<file path="src/lcdPkg.sv">
`default_nettype none

package lcdPkg;

    typedef struct packed {
        logic [4:0] red;
        logic [5:0] green;
        logic [4:0] blue;
    } rgb565_t;

    // isData low selects a command cycle
    typedef struct packed {
        logic        isData;
        logic [15:0] value;
    } busWord_t;

    typedef struct packed {
        logic [15:0] data;
        logic        command;
        logic        select;
        logic        write;
    } lcdPins_t;

    typedef enum logic [1:0] {
        waitShort,
        waitMid,
        waitLong
    } waitClass_t;

    localparam logic [15:0] cmdMemoryWrite = 16'h002C;

    localparam rgb565_t colourRed   = 16'hF800;
    localparam rgb565_t colourGreen = 16'h07E0;
    localparam rgb565_t colourBlack = 16'h0000;

    localparam int unsigned initWordCount = 68;
    localparam int unsigned barWidth      = 4;  // green bar columns

endpackage

`default_nettype wire

</file>
<file path="src/lcdBusWriter.sv">
`default_nettype none

module lcdBusWriter import lcdPkg::*; (
    input  logic     clock,
    input  logic     arstN,
    input  busWord_t word,
    input  logic     wordValid,
    output logic     wordReady,
    output lcdPins_t pins
);

    logic       busy;
    logic [2:0] cycle;  // clocks since the word was taken

    assign wordReady = !busy;

    always_ff @(posedge clock or negedge arstN) begin
        if (!arstN) begin
            busy  <= 1'b0;
            cycle <= '0;
            pins  <= '{data: '0, command: 1'b0, select: 1'b1, write: 1'b1};
        end else if (!busy) begin
            if (wordValid) begin
                busy         <= 1'b1;
                cycle        <= '0;
                pins.data    <= word.value;
                pins.command <= word.isData;
                pins.select  <= 1'b0;
            end
        end else begin
            cycle <= cycle + 3'd1;
            if (cycle == 3'd1) begin
                pins.write <= 1'b0;  // strobe low for three clocks
            end
            if (cycle == 3'd4) begin
                pins.write <= 1'b1;  // panel latches on this edge
            end
            if (cycle == 3'd6) begin
                pins.select <= 1'b1;
                busy        <= 1'b0;
            end
        end
    end

    // strobe only inside a select window that opened earlier
    assert property (@(posedge clock) disable iff (!arstN)
        !pins.write |-> !pins.select && $past(!pins.select));

endmodule

`default_nettype wire

</file>
<file path="config.mk">
export PLATFORM = sky130hd
export DESIGN_NAME = lcdBusWriter
export DESIGN_NICKNAME = d
export VERILOG_FILES = /design/src/lcdPkg.sv /design/src/lcdBusWriter.sv
export SDC_FILE = /design/constraint.sdc
export NUM_CORES = 1
export LEC_CHECK = 0
export ABC_AREA = 1
export BUFFER_PORTS_ARGS = -buffer_cell sky130_fd_sc_hd__buf_2
export CAP_MARGIN = 5
export CORE_AREA = 2 2 57 59
export DETAILED_ROUTE_END_ITERATION = 10
export DIE_AREA = 0 0 59 61
export PLACE_DENSITY = 0.7
export SLEW_MARGIN = 20
export SYNTH_ARGS = -nofsm -noshare
export SYNTH_HDL_FRONTEND = slang
export SYNTH_SLANG_ARGS = --single-unit
</file>
<file path="constraint.sdc">
create_clock -name clock -period 1.05 [get_ports clock]
set_input_delay 0.0525 -clock clock [delete_from_list [all_inputs] [get_ports clock]]
set_output_delay 0.0525 -clock clock [all_outputs]
set_load 0.02 [all_outputs]
</file>
# [Yosys cells after proc, flatten, opt, wreduce, memory -nomap -nowiden]
# Index checks and enable logic that the tools add are counted.
[totals] inputBits=20 output_inout_bits=20 reg_bits=23 wordCells=28
[op_classes] n_addsub=1 mux=10 bitwise=1 reduce_logical=6 eq_ne=4
[ops] operator="1-bit two-way mux" n=8
[ops] operator="3-bit equality test, second input constant" n=2
[ops] operator="3-bit two-way mux" n=2
[ops] operator="2-bit AND reduction" n=3
[ops] operator="2-bit nonzero test" n=2
[ops] operator="3-bit by 1-bit adder with 3-bit output, second input constant" n=1
[ops] operator="3-bit by 1-bit equality test with 1-bit output, second input constant" n=1
[ops] operator="2-bit by 1-bit != test with 1-bit output, second input constant" n=1
[ops] operator="1-bit zero test" n=1
[ops] operator="1-bit NOT" n=1

# [Logic depth before layout (Yosys ltp)]
[logic_depth] depth_word=3 ltp_mapped=6 mapped_depth_nobuf=5

# [Worst setup path after synthesis]
# No wires, ideal clock.
[synth_timing] path_type="flip-flop to flip-flop" start="register busy" end="register pins[10] (netlist name)" arrival_time_ps=888 setup_time_ps=65 path_buffers=3 synth_period_minus_slack_ps=952 path_stages_with_launch=7 required_ps=985 slack_ps=98 path_cell_list="dfrtp_1 buf_6 inv_6 buf_12 buf_12 nand3_2 nand2_1"
[synth_between] elab_chain_len=2
[synth_lines] item="start: declaration" line="lcdBusWriter.sv:12" text="logic busy;"
[synth_lines] item="start signal: assignment" line="lcdBusWriter.sv:19" text="busy <= 1'b0;"
[synth_lines] item="start signal: assignment" line="lcdBusWriter.sv:24" text="busy <= 1'b1;"
[synth_lines] item="start signal: assignment" line="lcdBusWriter.sv:40" text="busy <= 1'b0;"
[synth_lines] item="1-bit NOT (no source line)"
[synth_lines] item="2-bit AND reduction (no source line)"
[synth_lines] item="end signal: assignment" line="lcdBusWriter.sv:21" text="pins <= '{data: '0, command: 1'b0, select: 1'b1, write: 1'b1};"
[synth_lines] item="end: declaration" line="lcdBusWriter.sv:9" text="output lcdPins_t pins"
# No other way between the ends.
# A chain may end at the register's enable or synchronous reset.

# [Worst setup path after layout]
[layout_timing] start="register busy" end="output wordReady"
[layout_between] elab_chain_len=1
[layout_lines] item="1-bit zero test"
[layout_lines] item="end: declaration" line="lcdBusWriter.sv:8" text="output logic wordReady,"
# No other way between the ends.

==> metrics.csv <==
stage;metric;value;unit
sta;fin_ws;-0.0313;ns
power_and_ir_drop;p_int;2.31;mW
power_and_ir_drop;swShare;42.8;%
sta;hold_viol;0;
layout;syn_to_final_growth;46.3;%
layout;final_nets;195;
grt;grt_use_total;14.5;%
floorplanning;coreArea;2950;sq um
placed_design;pre_cts_ws;0.00866;ns
power_and_ir_drop;ir_worst_vdd;1.03;mV
logic_synthesis;syn_nets;131;
placed_design;hpwl;1620;um
clocking;cts_tree;built;
logic_synthesis;synth_cells;107;
worst_setup_path;reg2reg_depth;5;
clocking;clock_sinks;23;
drt;via_per_inst;4.66;
logic_synthesis;synth_seq_area_share;53.7;%
layout;layout_commonest_cell;nand2_1;
drt;drt_iter0_markers;19;
hold_path;hp-class;in2reg;
drt;wl_per_cell;12.6;um
worst_setup_path;critPathMaxFanout;2;
placed_design;io_buffers;39;
floorplanning;ios;40;
drt;wirelength;2560;um
sta;maxSlewViolCount;0;
power_and_ir_drop;p_switching;1.72;mW
grt;grt_pass1_wl;3960;um
logic_synthesis;yosysWarnings;0;
layout;final_cell_mix;nand2_1, buf_2, dfrtp_1;
floorplanning;fp-row-count;20;
clocking;clockBufferDepth;2;
worst_setup_path;cp-endpoint;wordReady;
sta;worst_hold_slack;0.146;ns
worst_setup_path;arrival;1.03;ns
sta;skew;0.00130;ns
drt;vias;945;
grt;grt_pass1_vias;889;
drt;postRouteAntennaNets;0;
grt;overflow;0;
floorplanning;die_h;61;um
power_and_ir_drop;clock_power_share;10.2;%
sta;fmax;925;MHz
sta;post-route-period-util;103;%
grt;antenna_found_initial;0;
placed_design;gp_congestion;0.742;
power_and_ir_drop;pwr-share-seq;39.9;%
power_and_ir_drop;p_per_area;2560;nW/um^2
worst_setup_path;r2r_end;cycle[2];
status;status;complete, but fails checks;
logic_synthesis;synth_seq_cells;23;
clocking;cts_buffers;3;
worst_setup_path;r2r_start;busy;
floorplanning;dieArea;3600;sq um
power_and_ir_drop;p_leak;0.844;nW
sta;relSlewSlack;66.4;%
layout;drive_gt1_share;40.6;%
drt;firstDrtPassIters;7;
clocking;path_clk_slew;0.13;ns
layout;n_antenna_cell;0;
layout;utilization;53.3;%
logic_synthesis;syn_area;1080;sq um
sta;setup_viol;1;
status;violations;negative setup slack;
worst_setup_path;endpoint_kind;output pin;
worst_setup_path;setup.worst_path.start_class;flop;
clocking;htree_levels;1;
grt;grt_start_max_net_pins;24;
sta;rsz0062_at_grt;yes;
flow_run;drv_cap;0;
worst_setup_path;r2r_slack;0.01;ns
floorplanning;floorplan.initialDensity;36.4;%
worst_setup_path;path_class;reg2out;
power_and_ir_drop;combPwrFrac;49.9;%
logic_synthesis;ys_types;16;
worst_setup_path;startpoint;busy;
worst_setup_path;worstPathRequired;1.00;ns
floorplanning;die_w;59;um
power_and_ir_drop;power;4.03;mW
drt;route.detailed.drc;0;
clocking;clk_latency;0.30;ns
sta;tightest_slew;0.503;ns
clocking;root_buffer;clkbuf_4;
sta;fin_crit;1.08;ns
logic_synthesis;avgSynthCellArea;10.1;sq um
==> cell type report <==
| class | count | area (sq um) |
|---|---|---|
| Fill cell | 272 | 1380 |
| Sequential cell | 23 | 579 |
| Timing Repair Buffer | 64 | 474 |
| Multi-Input combinational cell | 75 | 432 |
| Tap cell | 33 | 41.3 |
| Clock buffer | 3 | 22.5 |
| Inverter | 4 | 20.0 |
| Clock inverter | 1 | 5.00 |
==> power by group through the flow <==
stage,logic (mW),registers (mW),clock network (mW)
after floorplan,0.783,2.02,0
after global placement,1.65,1.61,0
after detailed placement,1.70,1.62,0
after CTS,1.94,1.60,0.436
after global routing,2.21,1.68,0.468
final,2.01,1.61,0.409
==> repair_timing <==
item,4_1_cts,5_1_grt
pin swaps,0,1
setup buffers,4,0
hold buffers,18,0
gates cloned,0,1
hold endpoints to repair,38,0
gates resized for setup,9,8
endpoints found under the setup margin,4,25
==> stage by stage <==
step           area [sq um]  TNS (ns)  cells
2_1_floorplan          1080         0    107
3_3_place_gp           1270         0    176
3_5_place_dp           1270         0    176
4_1_cts                1540    -0.114    202
5_1_grt                1570    -0.525    203
6_report               1570   -0.0313    203
==> kinds of logic after synthesis <==
logic type / share of synthesized area, %
AO/OA/AOI/OAI: 0.929
AND/OR/NAND/NOR: 31.3
buffers and inverters: 9.42
flip-flops: 53.7
adder cells (fa/ha/maj): 4.65
==> routing by layer <==
layer	up-vias	global-route usage, %	wire [um]
met5	-	0	0
met4	0	3.90	13
met3	2	2.13	112
met2	27	24.9	1340
met1	448	19.1	1100
li1	468	-	-
==> Yosys cell counts <==
master	instances	area (sq um)
a21oi_1	1	5.00
buf_12	2	40.0
buf_4	1	7.51
buf_6	3	33.8
dfrtp_1	21	526
dfstp_2	2	52.6
ha_1	4	50.1
inv_1	3	11.3
inv_6	1	8.76
nand2_1	43	161
nand2_4	1	11.3
nand3_1	12	60.1
nand3_2	9	90.1
nor2_1	2	7.51
nor2b_1	1	6.26
o21ai_0	1	5.00
==> sequential cells by signal, indices dropped and copies added (netlist names) <==
signal and count:
cycle 3, pins 19, busy 1
==> critical path, cell delays in order, from the launching register on <==
cell and delay (ns):
dfrtp_2 0.46, inv_6 0.07, buf_12 0.09, buf_8 0.10
==> worst min-delay path by stage <==
| stage | from | end | slack, ns | cells past startpoint |
|---|---|---|---|---|
| final | wordValid | pins[9] | 0.15 | 3 |
| after global routing | wordValid | pins[9] | 0.15 | 3 |
| after CTS | wordValid | pins[9] | 0.1 | 3 |
| after detailed placement | arstN | pins[14] | 0.06 | 1 |
| after global placement | arstN | pins[12] | 0.05 | 1 |
| after floorplan | arstN | busy | -0.24 | 0 |
No activity file was read; power rests on OpenSTA's default activity.
