<file path="config.mk">
export PLATFORM = sky130hd
export DESIGN_NAME = lcdPixelStream
export DESIGN_NICKNAME = d
export VERILOG_FILES = /design/src/lcdPkg.sv /design/src/lcdPixelStream.sv
export SDC_FILE = /design/constraint.sdc
export NUM_CORES = 1
export LEC_CHECK = 0
export CAP_MARGIN = 25
export CORE_MARGIN = 5
export CORE_UTILIZATION = 65
export CTS_CLUSTER_DIAMETER = 80
export DETAILED_ROUTE_END_ITERATION = 12
export DONT_BUFFER_PORTS = 1
export PLACE_DENSITY = 0.81
export SETUP_SLACK_MARGIN = 0.5
export SLEW_MARGIN = 20
export SYNTH_ARGS = -nofsm -noshare
export SYNTH_HDL_FRONTEND = slang
export SYNTH_SLANG_ARGS = --single-unit
</file>
<file path="constraint.sdc">
create_clock -name clock -period 5.5 [get_ports clock]
set_input_delay 1.1 -clock clock [delete_from_list [all_inputs] [get_ports clock]]
set_output_delay 1.1 -clock clock [all_outputs]
set_load 0.02 [all_outputs]
</file>
<file path="src/lcdPkg.sv">
`default_nettype none

package lcdPkg;

    typedef struct packed {
        logic [4:0] red;
        logic [5:0] green;
        logic [4:0] blue;
    } rgb565_t;

    // isData low selects a command cycle
    typedef struct packed {
        logic        isData;
        logic [15:0] value;
    } busWord_t;

    typedef struct packed {
        logic [15:0] data;
        logic        command;
        logic        select;
        logic        write;
    } lcdPins_t;

    typedef enum logic [1:0] {
        waitShort,
        waitMid,
        waitLong
    } waitClass_t;

    localparam logic [15:0] cmdMemoryWrite = 16'h002C;

    localparam rgb565_t colourRed   = 16'hF800;
    localparam rgb565_t colourGreen = 16'h07E0;
    localparam rgb565_t colourBlack = 16'h0000;

    localparam int unsigned initWordCount = 68;
    localparam int unsigned barWidth      = 4;  // green bar columns

endpackage

`default_nettype wire

</file>
<file path="src/lcdPixelStream.sv">
`default_nettype none

module lcdPixelStream import lcdPkg::*; #(
    parameter int unsigned frameWidth  = 480,
    parameter int unsigned frameHeight = 320,
    parameter int unsigned boxLeft     = 210,
    parameter int unsigned boxTop      = 130,
    parameter int unsigned boxSize     = 60
) (
    input  logic                       clock,
    input  logic                       arstN,
    input  logic                       initDone,
    input  busWord_t                   initWord,
    input  logic                       initValid,
    output logic                       initReady,
    output busWord_t                   word,
    output logic                       wordValid,
    input  logic                       wordReady,
    output logic [$clog2(boxSize)-1:0] boxAddrX,
    output logic [$clog2(boxSize)-1:0] boxAddrY,
    input  rgb565_t                    boxColour
);

    localparam int xWidth   = $clog2(frameWidth);
    localparam int yWidth   = $clog2(frameHeight);
    localparam int boxWidth = $clog2(boxSize);

    logic [xWidth-1:0] x;  // next pixel to load
    logic [yWidth-1:0] y;
    logic [xWidth-1:0] relX;
    logic [yWidth-1:0] relY;
    logic              inBox;
    logic              needCmd;
    logic              load;
    rgb565_t           pixelColour;
    busWord_t          streamWord;
    logic              streamValid;

    assign relX     = x - xWidth'(boxLeft);
    assign relY     = y - yWidth'(boxTop);
    assign boxAddrX = relX[boxWidth-1:0];
    assign boxAddrY = relY[boxWidth-1:0];

    assign inBox = (x >= boxLeft) && (x < boxLeft + boxSize)
                && (y >= boxTop) && (y < boxTop + boxSize);
    assign pixelColour = inBox ? boxColour : colourBlack;

    // output register refills when empty or when its word is taken
    assign load = initDone && (!streamValid || wordReady);

    always_ff @(posedge clock or negedge arstN) begin
        if (!arstN) begin
            x           <= '0;
            y           <= '0;
            needCmd     <= 1'b1;
            streamValid <= 1'b0;
        end else if (load) begin
            streamValid <= 1'b1;
            if (needCmd) begin
                needCmd <= 1'b0;
            end else if (y == yWidth'(frameHeight - 1)) begin
                y <= '0;
                if (x == xWidth'(frameWidth - 1)) begin
                    x       <= '0;
                    needCmd <= 1'b1;  // next frame opens with 0x2C
                end else begin
                    x <= x + 1'b1;
                end
            end else begin
                y <= y + 1'b1;  // column-major scan
            end
        end
    end

    always_ff @(posedge clock) begin
        if (load) begin
            streamWord <= needCmd ? busWord_t'{1'b0, cmdMemoryWrite}
                                  : busWord_t'{1'b1, pixelColour};
        end
    end

    // init words pass straight through until the table is done
    assign word      = initDone ? streamWord : initWord;
    assign wordValid = initDone ? streamValid : initValid;
    assign initReady = !initDone && wordReady;

    assert property (@(posedge clock) disable iff (!arstN)
        x < frameWidth && y < frameHeight);

endmodule

`default_nettype wire

</file>
# Yosys cells after proc, flatten, opt, wreduce, memory -nomap -nowiden
# Cells that the tools add are included.
# totals
reg_bits	37
input_bits	38
# op_classes
add_sub_neg	4
magnitude_cmp	4
eq_ne	2
n_mux	9
n_bitwise	2
n_reduce_logical	11
# ops
cell	count
two-way mux 17 bit	2
adder 9 x 1 -> 9 bit (second input constant)	2
== test 9 bit (second input constant)	2
>= comparator 9 x 8 -> 1 bit (second input constant)	2
two-way mux 9 bit	2
two-way mux 16 bit	1
< comparator 9 x 8 -> 1 bit (second input constant)	1
< comparator 9 bit (second input constant)	1
subtractor 6 x 2 -> 6 bit (second input constant)	1
subtractor 6 x 5 -> 6 bit (second input constant)	1
logical AND 1 bit	5
two-way mux 1 bit	4
AND reduction 3 bit	1
zero test 1 bit	2
inverter 1 bit	2
AND reduction 2 bit	1
OR reduction 2 bit	1
logical OR 1 bit	1

# Depth between registers and ports, before layout
# Gate-level depths: netlist (run 1).
# depth
ltp_word	6
depth_mapped	8
mapped_depth_nobuf	6

# Least setup slack after synthesis (run 1)
# Ideal clock, no wire load.
# synth_path
path_kind	in2out
startpoint	input initDone
endpoint	output wordValid
arrival_time_ns	1.851
required_time_ns	4.400
path_slack_ns	2.549
cell_stages	2
path_buffers	1
path_cell_list	buf_1 > mux2_2
# synth_between
elab_chain_cells	1
# synth_rtl
item	line	text
from (decl)	lcdPixelStream.sv:12	input logic initDone,
two-way mux 1 bit	lcdPixelStream.sv:84	assign wordValid = initDone ? streamValid : initValid;
to (decl)	lcdPixelStream.sv:17	output logic wordValid,
# No other way between the ends.

# Final worst setup path (run 1)
# layout_path
startpoint	register y[1]
endpoint	output boxAddrY[5]
# layout_between
elab_chain_cells	1
# layout_rtl
item	line	text
from (decl)	lcdPixelStream.sv:29	logic [yWidth-1:0] y;
from (signal assigned)	lcdPixelStream.sv:70	y <= y + 1'b1;
subtractor 6 x 2 -> 6 bit	lcdPixelStream.sv:40	assign relY = y - yWidth'(boxTop);
to (decl)	lcdPixelStream.sv:20	output logic [$clog2(boxSize)-1:0] boxAddrY,
# No other way between the ends.

==> results of run 1 <==
flip-flops by register name, summed over array words and instances, names as in the netlist:
register / cells
x: 9
needCmd: 1
streamWord: 17
streamValid: 1
y: 9
metal layers:
metal	track usage [%]	up-vias	wire length, um
li1	-	705	-
met1	23.05	741	1707
met2	34.87	59	2372
met3	6.156	7	315
met4	8.354	0	43
met5	0	-	0
through the flow:
step / hold slack [ps] / util, % / std cells
3_3_place_gp: 463.2 / 68.91 / 230
6_report: 429.7 / 71.45 / 238
3_5_place_dp: 475.6 / 68.91 / 230
5_1_grt: 403.7 / 71.45 / 238
4_1_cts: 418.8 / 71.45 / 238
2_1_floorplan: 446.0 / - / 197
kinds of logic (layout without fill, tap and decap cells):
| family | after synthesis | count (layout) | share of synthesized area [%] |
|---|---|---|---|
| xor gates and xnor gates | 13 | 13 | 5.297 |
| and+or+nand+nor | 67 | 67 | 17.87 |
| muxes | 18 | 18 | 9.429 |
| adders and majority gates | 8 | 8 | 4.657 |
| AOI/OAI and AO/OA | 30 | 30 | 9.954 |
| DFF | 37 | 37 | 47.09 |
| buffers and inverters | 24 | 21 | 5.704 |
worst register-to-register path: cells and delay by family (launching register included):
family / cells / cell delay, ps
and+or+nand+nor: 2 / 690
adders and majority gates: 1 / 220
AOI/OAI and AO/OA: 2 / 700
buffers and inverters: 1 / 220
DFF: 1 / 450
synth_stat cells (2+ instances only):
master | number | area [sq um]
o21ai_0 | 8 | 40.04
buf_1 | 2 | 7.510
ha_1 | 8 | 100.1
a22o_1 | 2 | 17.52
nand3_1 | 5 | 25.02
or4_1 | 2 | 15.01
a211o_1 | 2 | 17.52
nor2b_1 | 3 | 18.77
buf_4 | 2 | 15.01
mux2_2 | 18 | 202.7
xor2_1 | 5 | 43.79
nand4_1 | 4 | 25.02
o22ai_1 | 2 | 12.51
and3_2 | 2 | 15.01
a31o_2 | 3 | 26.28
nand2_1 | 12 | 45.04
nor4_1 | 3 | 18.77
buf_6 | 3 | 33.78
and3_1 | 12 | 75.07
inv_1 | 11 | 41.29
dfrtp_1 | 19 | 475.5
clkbuf_1 | 4 | 15.01
xnor2_1 | 8 | 70.07
nor2_1 | 6 | 22.52
or2_2 | 3 | 18.77
nor3_1 | 5 | 25.02
edfxtp_1 | 17 | 510.5
nand2b_1 | 5 | 31.28
o31ai_1 | 6 | 45.04
buf_2 | 2 | 10.01
path summary, 6_finish.rpt:
| check | start | end |
|---|---|---|
| min in group clock | streamValid | streamValid |
| worst max register to register | y[1] | streamWord[5] |
| max in group asynchronous | arstN | needCmd |
| worst max-delay path | y[1] | boxAddrY[5] |
| worst min-delay path | arstN | y[4] |
| worst min register to register | streamValid | streamValid |
layout make-up:
cell class	instances	area, sq um	area share [%]
Multi-Input combinational cell	136	1015	45.77
Sequential cell	37	1012	45.65
Tap cell	44	55.05	2.483
Clock inverter	3	41.29	1.862
Inverter	11	41.29	1.862
Clock buffer	5	37.54	1.693
Timing Repair Buffer	2	15.01	0.6772
power groups by stage:
stage	clock [mW]	combinational [mW]	sequential [mW]
2_1_floorplan	0	0.165	0.334
3_3_place_gp	0	0.157	0.348
3_5_place_dp	0	0.162	0.351
4_1_cts	0.191	0.163	0.345
5_1_grt	0.202	0.174	0.348
6_report	0.188	0.160	0.345
==> results.md, run 1 <==
- #FFs+latches synth: 37
- Filler Cell Count: about 240
- Final setup vio count: 0
- Seq pwr share: approximately half
- Worst slack, placed: 2723 ps
- Core area: about 3100 sq um
- CP Max Fanout: 5
- Worst path max stage delay: 450 ps
- CP top delay family: flip-flops
- Max_cap viols: 0
- Post-layout instance area: approximately 2200 sq um
- Data arrival, critical path: between 2000 and 2500 ps
- Post-cts gate resize count: 0
- Critical path's slowest cell: dfrtp_1
- Number of remaining DRC errors: 0
- Hold-fix buffers at CTS: 0
- Layout area overhead: 3.143%
- Vias: 1512
- R2R cell count: 6
- Syn Nets: 243
- First-pass GRT wire length: a little under 7000 um
- Post-synth EDFFs: 17
- P_leak: roughly 0.9 nW
- Sw power: roughly 0.24 mW
- Hold crit path type: in2async
- Register area share after synthesis: between 40% and 50%
- Total Wirelength: about 4400 um
- Most frequent cells in the layout: 19 x dfrtp_1, 18 x mux2_2, 17 x edfxtp_1
- Total negative slack: 0 ps
- Placed Area: 2138 sq um
- ANT nets after route: 0
- Routed len/inst: roughly 19 um
- Min Tclk post-route: roughly 3100 ps
- Worst R2R Setup Slack: approximately 3000 ps
- Root Buffer: clkbuf_4
- Clock power share: a little over a quarter
- Final slew viol count: 0
- Setup bufs post-CTS: 0
- IO Count: between 60 and 70
- Layout cell share with drive strength beyond 1: between 15 and 20%
- GRT Util Overall: 20.20%
- Clock latency on the worst-skew pair: approximately 340 ps
- FP Rows: 20
- Final hold vios: 0
- Largest net degree at the start of global routing: 23
- Post-synth top flop: dfrtp_1
- Diode count: 0
- Power Total: approximately 0.69 mW
- Final setup margin: 2354 ps
- Status: complete, no violations
- WP buf/inv: 1
- Critical Path RT: 4400 ps
- Comb power frac: between 20% and 30%
- Yosys warns: 0
- Crit. path cell count: 4
- Type of origin of the critical path: flop
- Syn Area/Cell: 10.91 sq um
- HPWL after detailed placement: about 3300 um
- Async SR Flop Fraction: ~54%
- Clk sinks: 37
- Part of the cycle the worst path needs: a little under three fifths
- Drt pass-1 iters: 4
- Initial drt markers: between 100 and 150
- Die Height: ~68 um
- PortBufs: 0
- Setup repair after global routing missed its margin: no
- Slew @ Worst Pin: about 700 ps
- Total grt overflow: 0
- H-tree depth: 2
- Maximum vdd drop: between 0.15 and 0.2 mV
- Cells along the critical path: inv_1 -> ha_1 -> or3b_4 -> xnor2_1
- Layout Nets: approximately 240
- Synth Instances: between 150 and 200
- Max Clk Rate: 317.9 MHz
- Die W: just under 70 um
- Post-Syn Area: roughly 2100 sq um
- Vias per std cell: 6.353
- CTS tree: done
- Inserted Clock Buffers: 5
- Rel. slew slack: about 53%
- Most common cell after layout, fill and taps aside: dfrtp_1
- Setup crit end kind: primary output
- Clk slew on worst S/H paths: roughly 120 ps
- Vias in the first global route: between 1500 and 2000
- Initial Util: between 60 and 70%
- Clock Tree Buf Depth: 2
- Crit path kind: reg2out
- Switching Share: ~34%
- Pwr dens: 312.7 nW/um^2
- Initial antenna violation count: 0
- Full die area: approximately 4600 sq um
- GP Congestion: 0.8169
- Synth unique cells: 43
- Int Pwr: 0.4580 mW
- Skew final: just under 5 ps
Power figures use the tool's default switching activity.
==> run 2, diff against run 1 <==
Settings changed: CORE_UTILIZATION 65 to 57, PLACE_DENSITY 0.81 to 0.75.
Clock period 5.5 ns to 2.7 ns, I/O delays scaled along.
==> results.md, run 2 (synthesized netlist as in run 1, its figures left out) <==
- Clock latency on the worst-skew pair: 290 ps (was 340 ps)
- Inserted Clock Buffers: 5 (unchanged)
- Largest Register: streamWord (unchanged)
- ANT nets after route: 0 (unchanged)
- CP Max Fanout: 3 (was 5)
- Min Tclk post-route: around 2200 ps
- Maximum vdd drop: 0.6486 mV (was 0.1671 mV)
- Pwr dens: 657.5 nW/um^2 (was 312.7 nW/um^2)
- Type of origin of the critical path: flop (unchanged)
- GP Congestion: 0.8147 (was 0.8169)
- Vias in the first global route: 1475 (was 1513)
- Drt pass-1 iters: 4 (unchanged)
- Diode count: 0 (unchanged)
- Critical Path RT: 2160 ps (was 4400 ps)
- IO Count: 69 (unchanged)
- Total negative slack: 0 ps (unchanged)
- Clk sinks: 37 (unchanged)
- Status: complete, no violations (unchanged)
- Final hold vios: 0 (unchanged)
- Biggest regs: streamWord x17, x x9, y x9 (unchanged)
- Largest net degree at the start of global routing: 23 (unchanged)
- Full die area: 5099 sq um (was 4557 sq um)
- Sw power: 0.5289 mW (was 0.2354 mW)
- Vias per std cell: 6.069 (was 6.353)
- Worst path max stage delay: 440 ps (was 450 ps)
- Comb power frac: 26.7% (was 23.0%)
- Most frequent cells in the layout: 18 x mux2_2, 17 x dfrtp_1, 17 x edfxtp_1 (was 19 x dfrtp_1, 18 x mux2_2, 17 x edfxtp_1)
- First-pass GRT wire length: 6982 um (was 6858 um)
- Max Clk Rate: around 460 MHz
- Seq pwr share: 46.4% (was 49.8%)
- Number of remaining DRC errors: 0 (unchanged)
- Most common cell after layout, fill and taps aside: mux2_2 (was dfrtp_1)
- Clk slew on worst S/H paths: 80 ps (was 120 ps)
- Crit path kind: reg2out (unchanged)
- Routed len/inst: 18.01 um (was 18.65 um)
- Layout Nets: 242 (was 239)
- Initial antenna violation count: 0 (unchanged)
- Worst slack, placed: 458.1 ps (was 2723 ps)
- GRT Util Overall: 17.42% (was 20.20%)
- Max_cap viols: 0 (unchanged)
- PortBufs: 0 (unchanged)
- Setup crit end kind: primary output (unchanged)
- Switching Share: 34.58% (was 33.95%)
- Root Buffer: clkbuf_8 (was clkbuf_4)
- Hold crit path type: in2async (unchanged)
- WP buf/inv: 1 (unchanged)
- Layout area overhead: 8.207% (was 3.143%)
- Layout cell share with drive strength beyond 1: 26.40% (was 19.59%)
- Cells along the critical path: clkinv_4 -> ha_4 -> or3b_4 -> xnor2_4 (was inv_1 -> ha_1 -> or3b_4 -> xnor2_1)
- Final setup margin: 531.2 ps (was 2354 ps)
- Total grt overflow: 0 (unchanged)
- Clock power share: 27.0% (was 27.2%)
- Rel. slew slack: 42.57% (was 52.65%)
- Int Pwr: 1.001 mW (was 0.4580 mW)
- HPWL after detailed placement: 3104 um (was 3296 um)
- Initial Util: 58.71% (was 69.27%)
- Clock Tree Buf Depth: 2 (unchanged)
- H-tree depth: 2 (unchanged)
- Die W: 71.41 um (was 67.51 um)
- Setup repair after global routing missed its margin: no (unchanged)
- Initial drt markers: 103 (was 120)
- Final setup vio count: 0 (unchanged)
- CTS tree: done (unchanged)
- Part of the cycle the worst path needs: between 80% and 90%
- Core area: 3661 sq um (was 3103 sq um)
- Final slew viol count: 0 (unchanged)
- Critical path's slowest cell: dfrtp_2 (was dfrtp_1)
- FP Rows: 22 (was 20)
- Total Wirelength: 4413 um (was 4438 um)
- Skew final: 3.810 ps (was 4.892 ps)
- Vias: 1487 (was 1512)
- P_leak: 0.9111 nW (was 0.8774 nW)
- Data arrival, critical path: 1630 ps (was 2050 ps)
- Slew @ Worst Pin: 858.6 ps (was 703.8 ps)
- CP top delay family: flip-flops (unchanged)
- Die Height: 71.41 um (was 67.51 um)
- Max FFs per register: 17 (unchanged)
run 2: changes by cell type in the layout (fill, tap and decap cells not counted), sizes merged:
cell,change
clkinv,+2
inv,-1
clkinvlp,-1
bufinv,-1
buf,+2
dlygate4sd3,+1
clkbuf,+1
run 2: per-layer routing:
layer	GRT usage (%)	up-vias	part of all wire, %
met5	0	-	0
met4	7.724	0	1.5
met3	5.330	8	8.0
met2	28.78	58	50
met1	20.88	710	41
li1	-	711	-
run 2: path summary, 6_finish.rpt:
path,slack [ps],depth (start not counted),endpoint,start
min,80,0,needCmd,arstN
min reg2reg,530,1,y[7],y[7]
min in group clock,360,1,streamValid,initDone
max in group asynchronous,1320,1,y[1],arstN
max reg2reg,620,6,streamWord[5],y[1]
max,530,4,boxAddrY[5],y[1]
run 2: metrics by stage:
step	power [mW]	cell area, sq um	utilization (%)	std cells	hold WS, ps
5_1_grt	1.604	2326	63.53	245	59.59
6_report	1.529	2326	63.53	245	80.13
2_1_floorplan	1.033	2162	-	197	244.4
3_3_place_gp	1.043	2156	58.89	234	245.0
4_1_cts	1.505	2293	62.65	243	73.57
3_5_place_dp	1.057	2156	58.89	234	244.9
run 2: cell type report:
class                           count  area (sq um)
Clock buffer                        6         82.58
Clock inverter                      2         13.76
Fill cell                         281          1335
Inverter                           11         46.29
Multi-Input combinational cell    136          1069
Sequential cell                    37          1015
Tap cell                           48         60.06
Timing Repair Buffer                5         40.04
run 2: power groups by stage:
| stage | Clock [mW] | Sequential (mW) | Combinational (mW) |
|---|---|---|---|
| global route | 0.448 | 0.717 | 0.440 |
| floorplan | 0 | 0.683 | 0.351 |
| CTS | 0.417 | 0.709 | 0.379 |
| finish | 0.413 | 0.709 | 0.408 |
| detailed placement | 0 | 0.714 | 0.342 |
| global placement | 0 | 0.709 | 0.335 |
run 2: worst reg2reg max path: stages (launching register included):
cell and delay (ps):
dfrtp_2 440, clkinv_4 100, ha_4 140, or3b_4 410
a2111o_1 300, and3_4 200, a31o_2 260
run 2: repair_timing:
item | CTS | global route
setup endpoints to repair | 14 | 12
setup buffers | 0 | 2
gates resized for setup | 7 | 6
pin swaps | 0 | 2
endpoints found under the hold margin | 19 | 0
hold buffers | 1 | 0
