**config.mk**
```make
export PLATFORM = sky130hd
export DESIGN_NAME = lcdInitSeq
export DESIGN_NICKNAME = d
export VERILOG_FILES = /design/src/lcdPkg.sv /design/src/lcdInitRom.sv /design/src/lcdInitSeq.sv
export SDC_FILE = /design/constraint.sdc
export NUM_CORES = 1
export LEC_CHECK = 0
export BUFFER_PORTS_ARGS = -buffer_cell sky130_fd_sc_hd__buf_2
export CAP_MARGIN = 10
export CORE_AREA = 2 2 88 90
export DETAILED_ROUTE_END_ITERATION = 8
export DIE_AREA = 0 0 90 92
export HOLD_SLACK_MARGIN = 0.08
export PLACE_DENSITY = 0.77
export SLEW_MARGIN = 30
export SYNTH_ARGS = -nofsm -noshare
export SYNTH_HDL_FRONTEND = slang
export SYNTH_HIERARCHICAL = 1
export SYNTH_SLANG_ARGS = --single-unit
```
**constraint.sdc**
```tcl
create_clock -name clock -period 4.2 [get_ports clock]
set_clock_uncertainty 0.1 [all_clocks]
set_input_delay 0 -clock clock [delete_from_list [all_inputs] [get_ports clock]]
set_output_delay 0 -clock clock [all_outputs]
set_load 0.005 [all_outputs]
```
**src/lcdPkg.sv**
```systemverilog
`default_nettype none

package lcdPkg;

    typedef struct packed {
        logic [4:0] red;
        logic [5:0] green;
        logic [4:0] blue;
    } rgb565_t;

    // isData low selects a command cycle
    typedef struct packed {
        logic        isData;
        logic [15:0] value;
    } busWord_t;

    typedef struct packed {
        logic [15:0] data;
        logic        command;
        logic        select;
        logic        write;
    } lcdPins_t;

    typedef enum logic [1:0] {
        waitShort,
        waitMid,
        waitLong
    } waitClass_t;

    localparam logic [15:0] cmdMemoryWrite = 16'h002C;

    localparam rgb565_t colourRed   = 16'hF800;
    localparam rgb565_t colourGreen = 16'h07E0;
    localparam rgb565_t colourBlack = 16'h0000;

    localparam int unsigned initWordCount = 68;
    localparam int unsigned barWidth      = 4;  // green bar columns

endpackage

`default_nettype wire

```
**src/lcdInitRom.sv**
```systemverilog
`default_nettype none

module lcdInitRom import lcdPkg::*; (
    input  logic [6:0] step,
    output logic       isWait,
    output waitClass_t waitKind,
    output busWord_t   word,
    output logic       last
);

    // 68 words plus four waits
    localparam logic [6:0] lastStep = 7'(initWordCount + 3);

    function automatic busWord_t cmd(input logic [7:0] code);
        return busWord_t'{1'b0, {8'h00, code}};
    endfunction

    function automatic busWord_t dat(input logic [7:0] value);
        return busWord_t'{1'b1, {8'h00, value}};
    endfunction

    always_comb begin
        isWait   = 1'b0;
        waitKind = waitShort;
        last     = 1'b0;
        word     = dat(8'h00);  // most parameter bytes are zero
        case (step)
            7'd0:  word = cmd(8'h01);  // software reset
            7'd2: begin
                isWait   = 1'b1;
                waitKind = waitMid;
            end
            7'd3:  word = cmd(8'h28);  // display off
            7'd5:  word = cmd(8'hC0);
            7'd8:  word = cmd(8'hC1);
            7'd11: word = cmd(8'hC2);
            7'd13: word = cmd(8'hC5);
            7'd16: word = cmd(8'hB6);
            7'd20: word = cmd(8'hE0);  // positive gamma
            7'd36: word = cmd(8'hE1);  // negative gamma
            7'd52: word = cmd(8'h20);
            7'd53: word = cmd(8'h36);
            7'd55: word = cmd(8'h3A);  // 16 bit pixels
            7'd57: word = cmd(8'h11);  // sleep out
            7'd58: begin
                isWait   = 1'b1;
                waitKind = waitLong;
            end
            7'd59: word = cmd(8'h29);  // display on
            7'd60: begin
                isWait   = 1'b1;
                waitKind = waitShort;
            end
            7'd61: word = cmd(8'h2A);
            7'd66: word = cmd(8'h2B);
            lastStep: begin
                isWait   = 1'b1;
                waitKind = waitLong;
                last     = 1'b1;
            end
            7'd6, 7'd7:   word = dat(8'h0D);
            7'd9, 7'd27:  word = dat(8'h43);
            7'd15:        word = dat(8'h48);
            7'd18:        word = dat(8'h22);
            7'd19:        word = dat(8'h3B);
            7'd21, 7'd25, 7'd30, 7'd33, 7'd37, 7'd41, 7'd42: begin
                word = dat(8'h0F);
            end
            7'd22:        word = dat(8'h24);
            7'd23:        word = dat(8'h1C);
            7'd24, 7'd54: word = dat(8'h0A);
            7'd26:        word = dat(8'h08);
            7'd28:        word = dat(8'h88);
            7'd29:        word = dat(8'h32);
            7'd31, 7'd47: word = dat(8'h10);
            7'd32:        word = dat(8'h06);
            7'd34, 7'd46: word = dat(8'h07);
            7'd38:        word = dat(8'h38);
            7'd39:        word = dat(8'h30);
            7'd40:        word = dat(8'h09);
            7'd43:        word = dat(8'h4E);
            7'd44:        word = dat(8'h77);
            7'd45:        word = dat(8'h3C);
            7'd48:        word = dat(8'h05);
            7'd49:        word = dat(8'h23);
            7'd50:        word = dat(8'h1B);
            7'd56:        word = dat(8'h55);
            7'd64, 7'd69: word = dat(8'h01);  // end address high byte
            7'd65:        word = dat(8'h3F);
            7'd70:        word = dat(8'hDF);
            default:      word = dat(8'h00);
        endcase
    end

endmodule

`default_nettype wire

```
**src/lcdInitSeq.sv**
```systemverilog
`default_nettype none

module lcdInitSeq import lcdPkg::*; #(
    parameter int unsigned startupDelay      = 1400000,
    parameter int unsigned resetLowDelay     = 297000,
    parameter int unsigned resetRecoverDelay = 3500000,
    parameter int unsigned shortDelay        = 700000,
    parameter int unsigned midDelay          = 1400000,
    parameter int unsigned longDelay         = 4100000
) (
    input  logic     clock,
    input  logic     arstN,
    output busWord_t initWord,
    output logic     initValid,
    input  logic     initReady,
    output logic     lcdReset,
    output logic     initDone
);

    typedef enum logic [2:0] {
        phStartup,
        phResetLow,
        phRecover,
        phTable,
        phDone
    } phase_t;

    phase_t      phase;
    logic [31:0] delayCount;
    logic [31:0] delayLimit;
    logic        delayDone;
    logic        counting;
    logic [6:0]  step;
    logic        isWait;
    logic        last;
    waitClass_t  waitKind;

    lcdInitRom u_initRom (
        .step     (step),
        .isWait   (isWait),
        .waitKind (waitKind),
        .word     (initWord),
        .last     (last)
    );

    always_comb begin
        case (phase)
            phResetLow: delayLimit = resetLowDelay;
            phRecover:  delayLimit = resetRecoverDelay;
            phTable: begin
                case (waitKind)
                    waitShort: delayLimit = shortDelay;
                    waitMid:   delayLimit = midDelay;
                    default:   delayLimit = longDelay;
                endcase
            end
            default:    delayLimit = startupDelay;
        endcase
    end

    assign counting  = (phase != phDone) && (phase != phTable || isWait);
    assign delayDone = (delayCount + 32'd1 >= delayLimit);
    assign initValid = (phase == phTable) && !isWait;
    assign lcdReset  = (phase != phResetLow);
    assign initDone  = (phase == phDone);

    always_ff @(posedge clock or negedge arstN) begin
        if (!arstN) begin
            phase      <= phStartup;
            delayCount <= '0;
            step       <= '0;
        end else begin
            if (counting) begin
                delayCount <= delayDone ? '0 : delayCount + 32'd1;
            end
            case (phase)
                phStartup: begin
                    if (delayDone) begin
                        phase <= phResetLow;
                    end
                end
                phResetLow: begin
                    if (delayDone) begin
                        phase <= phRecover;
                    end
                end
                phRecover: begin
                    if (delayDone) begin
                        phase <= phTable;
                    end
                end
                phTable: begin
                    if (isWait && delayDone) begin
                        if (last) begin
                            phase <= phDone;
                        end else begin
                            step <= step + 7'd1;
                        end
                    end else if (!isWait && initReady) begin
                        step <= step + 7'd1;  // word accepted
                    end
                end
                default: phase <= phDone;
            endcase
        end
    end

    // no word is offered before a reset phase or table wait has run out
    assert property (@(posedge clock) disable iff (!arstN)
        counting && !delayDone |=> !initValid);

endmodule

`default_nettype wire

```
# Yosys cells after proc, flatten, opt, wreduce, memory -nomap -nowiden
# Index checks and enable logic that the tools add are counted.
dict set report totals {
  output_inout_bits 20
  in_bits 3
  word_cells 116
  regBits 42
}
dict set report classes {
  addsub 2
  n_eq_ne 73
  order_cmp 1
  reduce_logical 21
  muxes 16
}
# operator n
set ops {}
lappend ops {{case mux 17 bit (44 select lines)} 1}
lappend ops {{equality test 7 x 6 -> 1 bit (second input constant)} 28}
lappend ops {{equality test 7 x 5 -> 1 bit (second input constant)} 15}
lappend ops {{case mux 22 bit (3 select lines)} 1}
lappend ops {{case mux 22 bit (2 select lines)} 1}
lappend ops {{equality test 7 bit (second input constant)} 6}
lappend ops {{equality test 7 x 4 -> 1 bit (second input constant)} 5}
lappend ops {{adder 32 x 1 -> 32 bit (second input constant)} 1}
lappend ops {{>= comparator 32 bit} 1}
lappend ops {{two-way mux 32 bit} 1}
lappend ops {{equality test 7 x 3 -> 1 bit (second input constant)} 3}
lappend ops {{two-way mux 7 bit} 3}
lappend ops {{two-way mux 3 bit} 5}
lappend ops {{equality test 7 x 2 -> 1 bit (second input constant)} 2}
lappend ops {{OR reduction 2 bit} 7}
lappend ops {{case mux 3 bit (4 select lines)} 1}
lappend ops {{inequality test 2 bit (second input constant)} 5}
lappend ops {{adder 7 x 1 -> 7 bit (second input constant)} 1}
lappend ops {{logical NOT 7 bit} 1}
lappend ops {{OR reduction 7 bit} 1}
lappend ops {{equality test 3 x 2 -> 1 bit (second input constant)} 2}
lappend ops {{AND reduction 5 bit} 1}
lappend ops {{logical AND 1 bit} 4}
lappend ops {{case mux 2 bit (2 select lines)} 1}
lappend ops {{other kinds (15)} 16}

# Longest topological paths before layout
# Gate-level depths: netlist of the first run.
dict set report logic_depth {
  ltp_word 10
  ltp_mapped 20
  mapped_depth_nobuf 16
}

# By module
# The synthesis of the first run kept the hierarchy.
# mod n_inst area_per_inst_um2 cells_each seq_area_each_um2
set modules_own_cells {}
lappend modules_own_cells {lcdInitSeq 1 2960.3 336 1051.0}
lappend modules_own_cells {lcdInitRom 1 1128.6 191 0.0}

# Worst setup path after synthesis of the first run
# No wires, ideal clock.
dict set report synth_timing {
  path_type {reg-to-reg}
  start {register step[5]}
  end {register step[1]}
  arrival_time_ps 3796
  period_less_slack_ps 4021
  stages_incl_launch_ff 15
  required_time_ps 3975
  path_slack_ps 179
  path_buffers 0
  setup_ps 125
  path_cell_list {dfrtp_1 > or4b_1 > o32ai_1 > and2_1 > nor3_1 > or2_2 > ha_1 > nand2b_1 > a21oi_1 > a21oi_1 > o31a_1 > or4b_1 > o21ai_2 > a21o_1 > mux2_2}
}
dict set report synth_between {
  elab_chain_len 10
  elab_cells_between_ends 21
  classes_between {1 x order compare; 6 x eq/ne; 6 x mux; 8 x reduce/logical}
}
# item line_no
set synth_rtl {}
lappend synth_rtl {{from (decl)} lcdInitSeq.sv:33} ;# logic [6:0] step;
lappend synth_rtl {{from (signal assigned)} lcdInitSeq.sv:97} ;# step <= step + 7'd1;
lappend synth_rtl {{from (signal assigned)} lcdInitSeq.sv:100} ;# step <= step + 7'd1;
lappend synth_rtl {{equality test 7 x 6 -> 1 bit or equality test 7 bit (tied branches)} lcdInitRom.sv:27} ;# case (step)
lappend synth_rtl {{OR reduction 2 bit (no line)} --}
lappend synth_rtl {{case mux 2 bit (2 select lines) *} lcdInitRom.sv:27}
lappend synth_rtl {{named net waitKind[1]} lcdInitSeq.sv:36} ;# waitClass_t waitKind;
lappend synth_rtl {{equality test 2 x 1 -> 1 bit or logical NOT 2 bit (tied branches)} lcdInitSeq.sv:51} ;# case (waitKind)
lappend synth_rtl {{case mux 22 bit (2 select lines) *} lcdInitSeq.sv:51}
lappend synth_rtl {{case mux 22 bit (3 select lines) *} lcdInitSeq.sv:47} ;# case (phase)
lappend synth_rtl {{>= comparator 32 bit *} lcdInitSeq.sv:62} ;# assign delayDone = (delayCount + 32'd1 >= delayLimit);
lappend synth_rtl {{logical AND 1 bit *} lcdInitSeq.sv:93} ;# if (isWait && delayDone) begin
lappend synth_rtl {{inequality test 2 bit (no line) or nonzero test 2 bit (tied branches)} --}
lappend synth_rtl {{AND reduction 3 bit (no line)} --}
# Mark *: on every way through the listed nets, which the timed path passes. The rest lies on a longest branch.
# A chain may end at the register's enable or synchronous reset.

# Final worst setup path of the first run
dict set report layout_timing {
  start {register step[5]}
  end {register delayCount[8]}
}
dict set report layout_between {
  elab_chain_len 8
  elab_cells_between_ends 16
  classes_between {1 x order compare; 5 x eq/ne; 5 x mux; 5 x reduce/logical}
}
# item line_no
set layout_rtl {}
lappend layout_rtl {{equality test 7 x 6 -> 1 bit or equality test 7 bit (tied branches)} lcdInitRom.sv:27}
lappend layout_rtl {{OR reduction 2 bit (no line)} --}
lappend layout_rtl {{case mux 2 bit (2 select lines) *} lcdInitRom.sv:27}
lappend layout_rtl {{named net waitKind[1]} lcdInitSeq.sv:36}
lappend layout_rtl {{equality test 2 x 1 -> 1 bit or logical NOT 2 bit (tied branches)} lcdInitSeq.sv:51}
lappend layout_rtl {{case mux 22 bit (2 select lines) *} lcdInitSeq.sv:51}
lappend layout_rtl {{case mux 22 bit (3 select lines) *} lcdInitSeq.sv:47}
lappend layout_rtl {{>= comparator 32 bit *} lcdInitSeq.sv:62}
lappend layout_rtl {{two-way mux 32 bit *} lcdInitSeq.sv:74} ;# delayCount <= delayDone ? '0 : delayCount + 32'd1;
lappend layout_rtl {{to (signal assigned)} lcdInitSeq.sv:74}
lappend layout_rtl {{to (decl)} lcdInitSeq.sv:29} ;# logic [31:0] delayCount;
# Marked as above.

==> metrics.txt, run 1 <==
fraction of final layout cells with drive strength greater than 1 15.5%; TritonRoute pass-1 iters 5; routed wire length per instance 16.8 um; overall global routing resource usage 26.7%; run status finished clean; Syn Inst Count 527; maximum fanout count along the critical path 19; clock input transition at the sequential cells of the worst setup and hold paths 0.08 ns; leading post-synthesis cells by cell area dfrtp_1, ha_1, nand2_1; overflow left after global routing 0; buffers plus inverters on the worst setup path 1; Reg2Reg Capture Point delayCount[8]; estimated wirelength of the detail-placed design 7960 um; final estimated routing congestion in global placement 0.964; Initial Util 54.9%; Crit-path slowest cell or4b_4; Synth Area in Compound Gates 21.5%; Antenna Violating Nets Remaining 0; cell accounting for the most synthesized area dfrtp_1; antenna violations before repair 0; number of buffers added by the clock tree synthesis step 5; Crit Path Class reg -> reg; fraction of registers with async set/reset 100%; flip-flop and latch count after synthesis 42; total leakage power 1.93 nW; sequential element share of the synthesized area 25.7%; clock tree root driver cell clkbuf_8; leading cell type in the layout, fill and taps excluded nand2_1; port buffer count 14; pin count of the biggest net entering global routing 43; Final Util 61.4%; Max Slew Vio Count 0; pin slew with the least headroom to its limit 0.603 ns; mux share of post-synthesis cell area 1.59%; Post-Synth XOR/XNOR Area 5.78%; area of the die 0.00828 mm^2; vias per cell 6.26; count of H-tree levels built during CTS 2; Post-Synth Simple-Gate Area 32.3%; area share of fa/ha/maj cells after synthesis 6.12%; maximum ir drop on the vdd rail 0.148 mV; type of origin of the critical path register; nets@finish 576; share of the synthesized area in the top cell type 25.7%; Max-slew headroom 59.5%; Yosys warning total 6; mean post-synth cell area 7.76 um^2; number of fill cells 693; overall die height 92 um; number of failing setup endpoints in the final timing report 0; number of primary I/O pins 23; Max Clock Freq 246 MHz; core region area 0.00745 mm^2; Post-synth top flop dfrtp_1; total power after layout 0.725 mW; share of the clock period used by the worst path after layout 96.6%; dominant combinational cell family by area after synthesis simple AND/OR/NAND/NOR gates; Max-Cap Viols 0; reg2reg start step[5]; Tightest Hold Check Type in -> async; final routed wirelength across all metal layers 11,000 um; row count 32; number of enable flip-flop cells after synthesis 0; PwrDens 158 mW/mm^2; number of DRC markers after the initial detailed-route iteration 451; clock period minus final worst setup slack 4.06 ns; final hold violation count 0; TritonCTS clock tree yes; gate family responsible for the most delay along the worst path simple AND/OR/NAND/NOR gates; highest cell delay on the worst timing path 0.55 ns; layout-stage area growth over the synthesis result 11.9%; synthesized area 0.00409 mm^2; CTS sink cnt 42; diode insertion count for antenna repair 0; Worst Path Required 4.32 ns; clock latency on the worst-skew pair 0.29 ns; element type at the critical path end register; maximum number of buffers from clock root to sink 2; residual DRC count 0; cell-by-cell listing of the critical path or4b_4, o32ai_2, and2_4, nor3_1, or2_4, ha_1, nor2_1, a2111o_1, a21oi_1, o31a_1, or4b_4, or2_4, buf_6, o21ai_1, a22o_1; die boundary width 90 um; vias in the first global route 3,711; reg2reg setup slack 0.14 ns; count of distinct cell types in the synthesized netlist 72; most frequent cells in the layout nand2_1, dfrtp_1, buf_4, nor2_1, nor3_1; worst reg-to-reg path cell count 15; CP arrival 4.18 ns; first-pass GRT wire length 18,400 um; via count 4,107
## metal layers
| layer | wire length, um | vias up | track usage (%) |
|---|---|---|---|
| li1 | - | 1974 | - |
| met1 | 5050 | 1932 | 39.5 |
| met2 | 4880 | 179 | 39.3 |
| met3 | 922 | 22 | 6.08 |
| met4 | 171 | 0 | 7.31 |
| met5 | 0 | - | 0 |
## registers in the layout, summed over array words and instances (netlist names)
| signal | cells |
|---|---|
| phase | 3 |
| delayCount | 32 |
| step | 7 |
## power breakdown
group | internal [mW] | switching (mW) | total [mW]
clock | 0.178 | 0.131 | 0.309
combinational | 0.00174 | 0.0104 | 0.0121
sequential | 0.404 | 0 | 0.404
total | 0.584 | 0.142 | 0.725
## worst register-to-register path: cells and delay by family (launching register included)
family	cells	cell delay [ns]
buffers and inverters	1	0.17
adder cells (fa/ha/maj)	1	0.31
AO/OA/AOI/OAI	6	0.94
flip-flops	1	0.40
AND/OR/NAND/NOR	7	2.07
## synthesized netlist by cell type, types with 4 or more instances
master and instances:
a211oi_1 6, a21o_1 8, a21oi_1 25, a22o_1 10, a31oi_1 4, a32oi_1 5
and2_1 14, and3_1 8, buf_2 11, buf_4 9, clkbuf_1 15, dfrtp_1 42
ha_1 20, inv_1 13, mux2_2 4, nand2_1 52, nand2b_1 10, nand3_1 19
nand3b_1 4, nand4_1 23, nor2_1 36, nor2b_1 12, nor3_1 27, nor3b_1 6
nor4_1 6, o21ai_0 26, o21ai_1 11, or3_1 6, or4_1 4, xnor2_1 14
xor2_1 13
## area by class of cell
type	instances	area, um^2	area share, %
clock buffers	7	76.3	1.67
clock inverters	1	30.0	0.656
inverters	15	56.3	1.23
multi-input cells	435	2840	62.1
flip-flops and latches	42	1050	23.0
well taps	102	128	2.79
repair buffers	54	392	8.56
## how the worst max path moves through the flow
stage | start | to | slack [ns] | depth (start not counted)
finish | step[5] | delayCount[8] | 0.14 | 15
global route | delayCount[3] | delayCount[15] | -0.04 | 15
CTS | step[5] | delayCount[15] | 0.04 | 15
detailed placement | step[4] | delayCount[15] | 0.02 | 17
global placement | step[4] | delayCount[15] | 0.12 | 17
floorplan | step[5] | step[1] | 0.18 | 14
## per-stage QoR
| step | setup WS (ns) | cells | cell area, um^2 | setup TNS (ns) | hold slack (ns) |
|---|---|---|---|---|---|
| CTS | 0.0440 | 653 | 4480 | 0 | 0.162 |
| global route | -0.0381 | 656 | 4580 | -0.188 | 0.185 |
| detailed placement | 0.0227 | 644 | 4350 | 0 | 0.0964 |
| finish | 0.141 | 656 | 4580 | 0 | 0.137 |
| floorplan | 0.179 | 534 | 4120 | 0 | -0.396 |
| global placement | 0.115 | 644 | 4350 | 0 | 0.0822 |
## kinds of logic after synthesis
family | Yosys count
xor gates and xnor gates | 27
and+or+nand+nor | 246
adders and majority gates | 20
AOI/OAI and AO/OA | 128
other | 1
buffers and inverters | 57
muxes | 6
DFF | 42
## repair_timing
action / CTS / global route
gates cloned: 0 / 0
gates resized for setup: 2 / 18
setup endpoints to repair: 1 / 31
pin swaps: 0 / 3
hold buffers: 1 / 0
setup buffers: 0 / 3
hold endpoints to repair: 42 / 0
No activity file was read; power rests on OpenSTA's default activity.
==> run 2: changes to the inputs <==
- MAX_ROUTING_LAYER: unset -> met4
==> metrics.txt, run 2 (synthesized netlist as in run 1, its figures left out) <==
top register by number of flip-flops delayCount; Crit Path Class reg -> reg; routed wire length per instance 17.0 um; number of fill cells 687; overflow left after global routing 0; maximum ir drop on the vdd rail 0.157 mV; CP arrival 4.24 ns; worst reg-to-reg path cell count 15; pin slew with the least headroom to its limit 0.589 ns; overall global routing resource usage 28.2%; highest cell delay on the worst timing path 0.54 ns; vias in the first global route 3,858; area of the die 0.00828 mm^2; number of DRC markers after the initial detailed-route iteration 433; smallest hold slack 0.121 ns; diode insertion count for antenna repair 0; port buffer count 14; vias per cell 6.29; total area of multi-input combinational cells 0.00283 mm^2; number of primary I/O pins 23; Antenna Violating Nets Remaining 0; count of H-tree levels built during CTS 2; PwrDens 161 mW/mm^2; first-pass GRT wire length 18,700 um; Reg2Reg Capture Point delayCount[15]; final routed wirelength across all metal layers 11,100 um; Final Util 61.1%; layout-stage area growth over the synthesis result 11.4%; number of buffers added by the clock tree synthesis step 5; buffers plus inverters on the worst setup path 1; Initial Util 54.9%; fraction of final layout cells with drive strength greater than 1 15.6%; clock latency on the worst-skew pair 0.31 ns; maximum fanout count along the critical path 19; leading cell type in the layout, fill and taps excluded nand2_1; estimated wirelength of the detail-placed design 8050 um; Max Slew Vio Count 0; final estimated routing congestion in global placement 0.942; max reg flops 32; most frequent cells in the layout nand2_1, dfrtp_1, buf_4, nor2_1, nor3_1; Crit-path slowest cell or4b_4; Max-slew headroom 60.4%; via count 4,119; type of origin of the critical path register; element type at the critical path end register; TritonRoute pass-1 iters 6; maximum number of buffers from clock root to sink 2; total leakage power 1.91 nW; reg2reg start step[5]; clock tree root driver cell clkbuf_8; final hold violation count 0; clock input transition at the sequential cells of the worst setup and hold paths 0.08 ns; critical path launch point step[5]; share of the clock period used by the worst path after layout 97.5%; Max Clock Freq 244 MHz; core region area 0.00745 mm^2; clock period minus final worst setup slack 4.09 ns; Tightest Hold Check Type in -> async; TritonCTS clock tree yes; overall die height 92 um; die boundary width 90 um; gate family responsible for the most delay along the worst path simple AND/OR/NAND/NOR gates; run status finished clean; total power after layout 0.733 mW; registers with the most flip-flops delayCount: 32 flops, step: 7 flops, phase: 3 flops; number of failing setup endpoints in the final timing report 0; register area 0.00105 mm^2; nets@finish 575; CTS sink cnt 42; stages on the worst setup path 15; antenna violations before repair 0; reg2reg setup slack 0.11 ns; Max-Cap Viols 0; residual DRC count 0; row count 32; cell-by-cell listing of the critical path or4b_4, o32ai_1, and2_4, nor3_1, or2_2, ha_2, nor2_1, a2111o_1, a21oi_1, o31a_1, or4b_4, or2_4, buf_6, nor3_1, mux2_2; Worst Path Required 4.35 ns; pin count of the biggest net entering global routing 43
run 2: cell count changes in the layout (fill, tap and decap cells not counted), sizes merged:
cell / previous run / this run
buf: 53 / 52
run 2: report_power, final:
part,total (mW),internal (mW),switching (mW)
combinational,0.0120,0.00174,0.0103
sequential,0.404,0.404,0
clock,0.317,0.178,0.139
total,0.733,0.584,0.150
run 2: area by class of cell:
type,instances,share of cell area [%]
Multi-Input combinational cell,435,62.0
Sequential cell,42,23.1
Timing Repair Buffer,53,8.44
Tap cell,102,2.80
Clock buffer,7,1.68
Inverter,15,1.24
Clock inverter,1,0.660
run 2: per-layer routing:
metal / track usage [%] / share of wire [%] / vias to the layer above
met2: 42.4 / 45 / 190
met3: 4.52 / 8.2 / 10
met1: 40.0 / 45 / 1942
li1: - / - / 1977
met5: - / 0 / -
met4: 7.56 / 1.1 / 0
run 2: worst register-to-register path, stage by stage, from the launching register on:
cell	delay (ns)
dfrtp_1	0.41
or4b_4	0.53
o32ai_1	0.13
and2_4	0.23
nor3_1	0.09
or2_2	0.32
ha_2	0.29
nor2_1	0.12
a2111o_1	0.12
a21oi_1	0.04
o31a_1	0.29
or4b_4	0.54
or2_4	0.29
buf_6	0.17
nor3_1	0.18
mux2_2	0.17
run 2: repair_timing:
item,CTS,global route
setup endpoints to repair,4,30
gates cloned,0,0
pin swaps,0,4
resized for setup,2,16
hold endpoints to repair,42,0
hold buffers,1,0
setup buffers,0,3
run 2: worst max-delay path by stage:
stage	end	slack (ns)
final	delayCount[15]	0.11
after floorplan	step[1]	0.18
after CTS	delayCount[4]	0.006
after global routing	delayCount[5]	-0.02
after detailed placement	delayCount[4]	-0.03
after global placement	delayCount[15]	0.10
run 2: per-stage QoR:
stage	instances	instance area, um^2	worst slack, ns	setup TNS (ns)
3_5_place_dp	643	4350	-0.0286	-0.0300
2_1_floorplan	534	4120	0.179	0
6_report	655	4550	0.106	0
5_1_grt	655	4550	-0.0209	-0.0209
3_3_place_gp	643	4350	0.101	0
4_1_cts	652	4470	0.00588	0
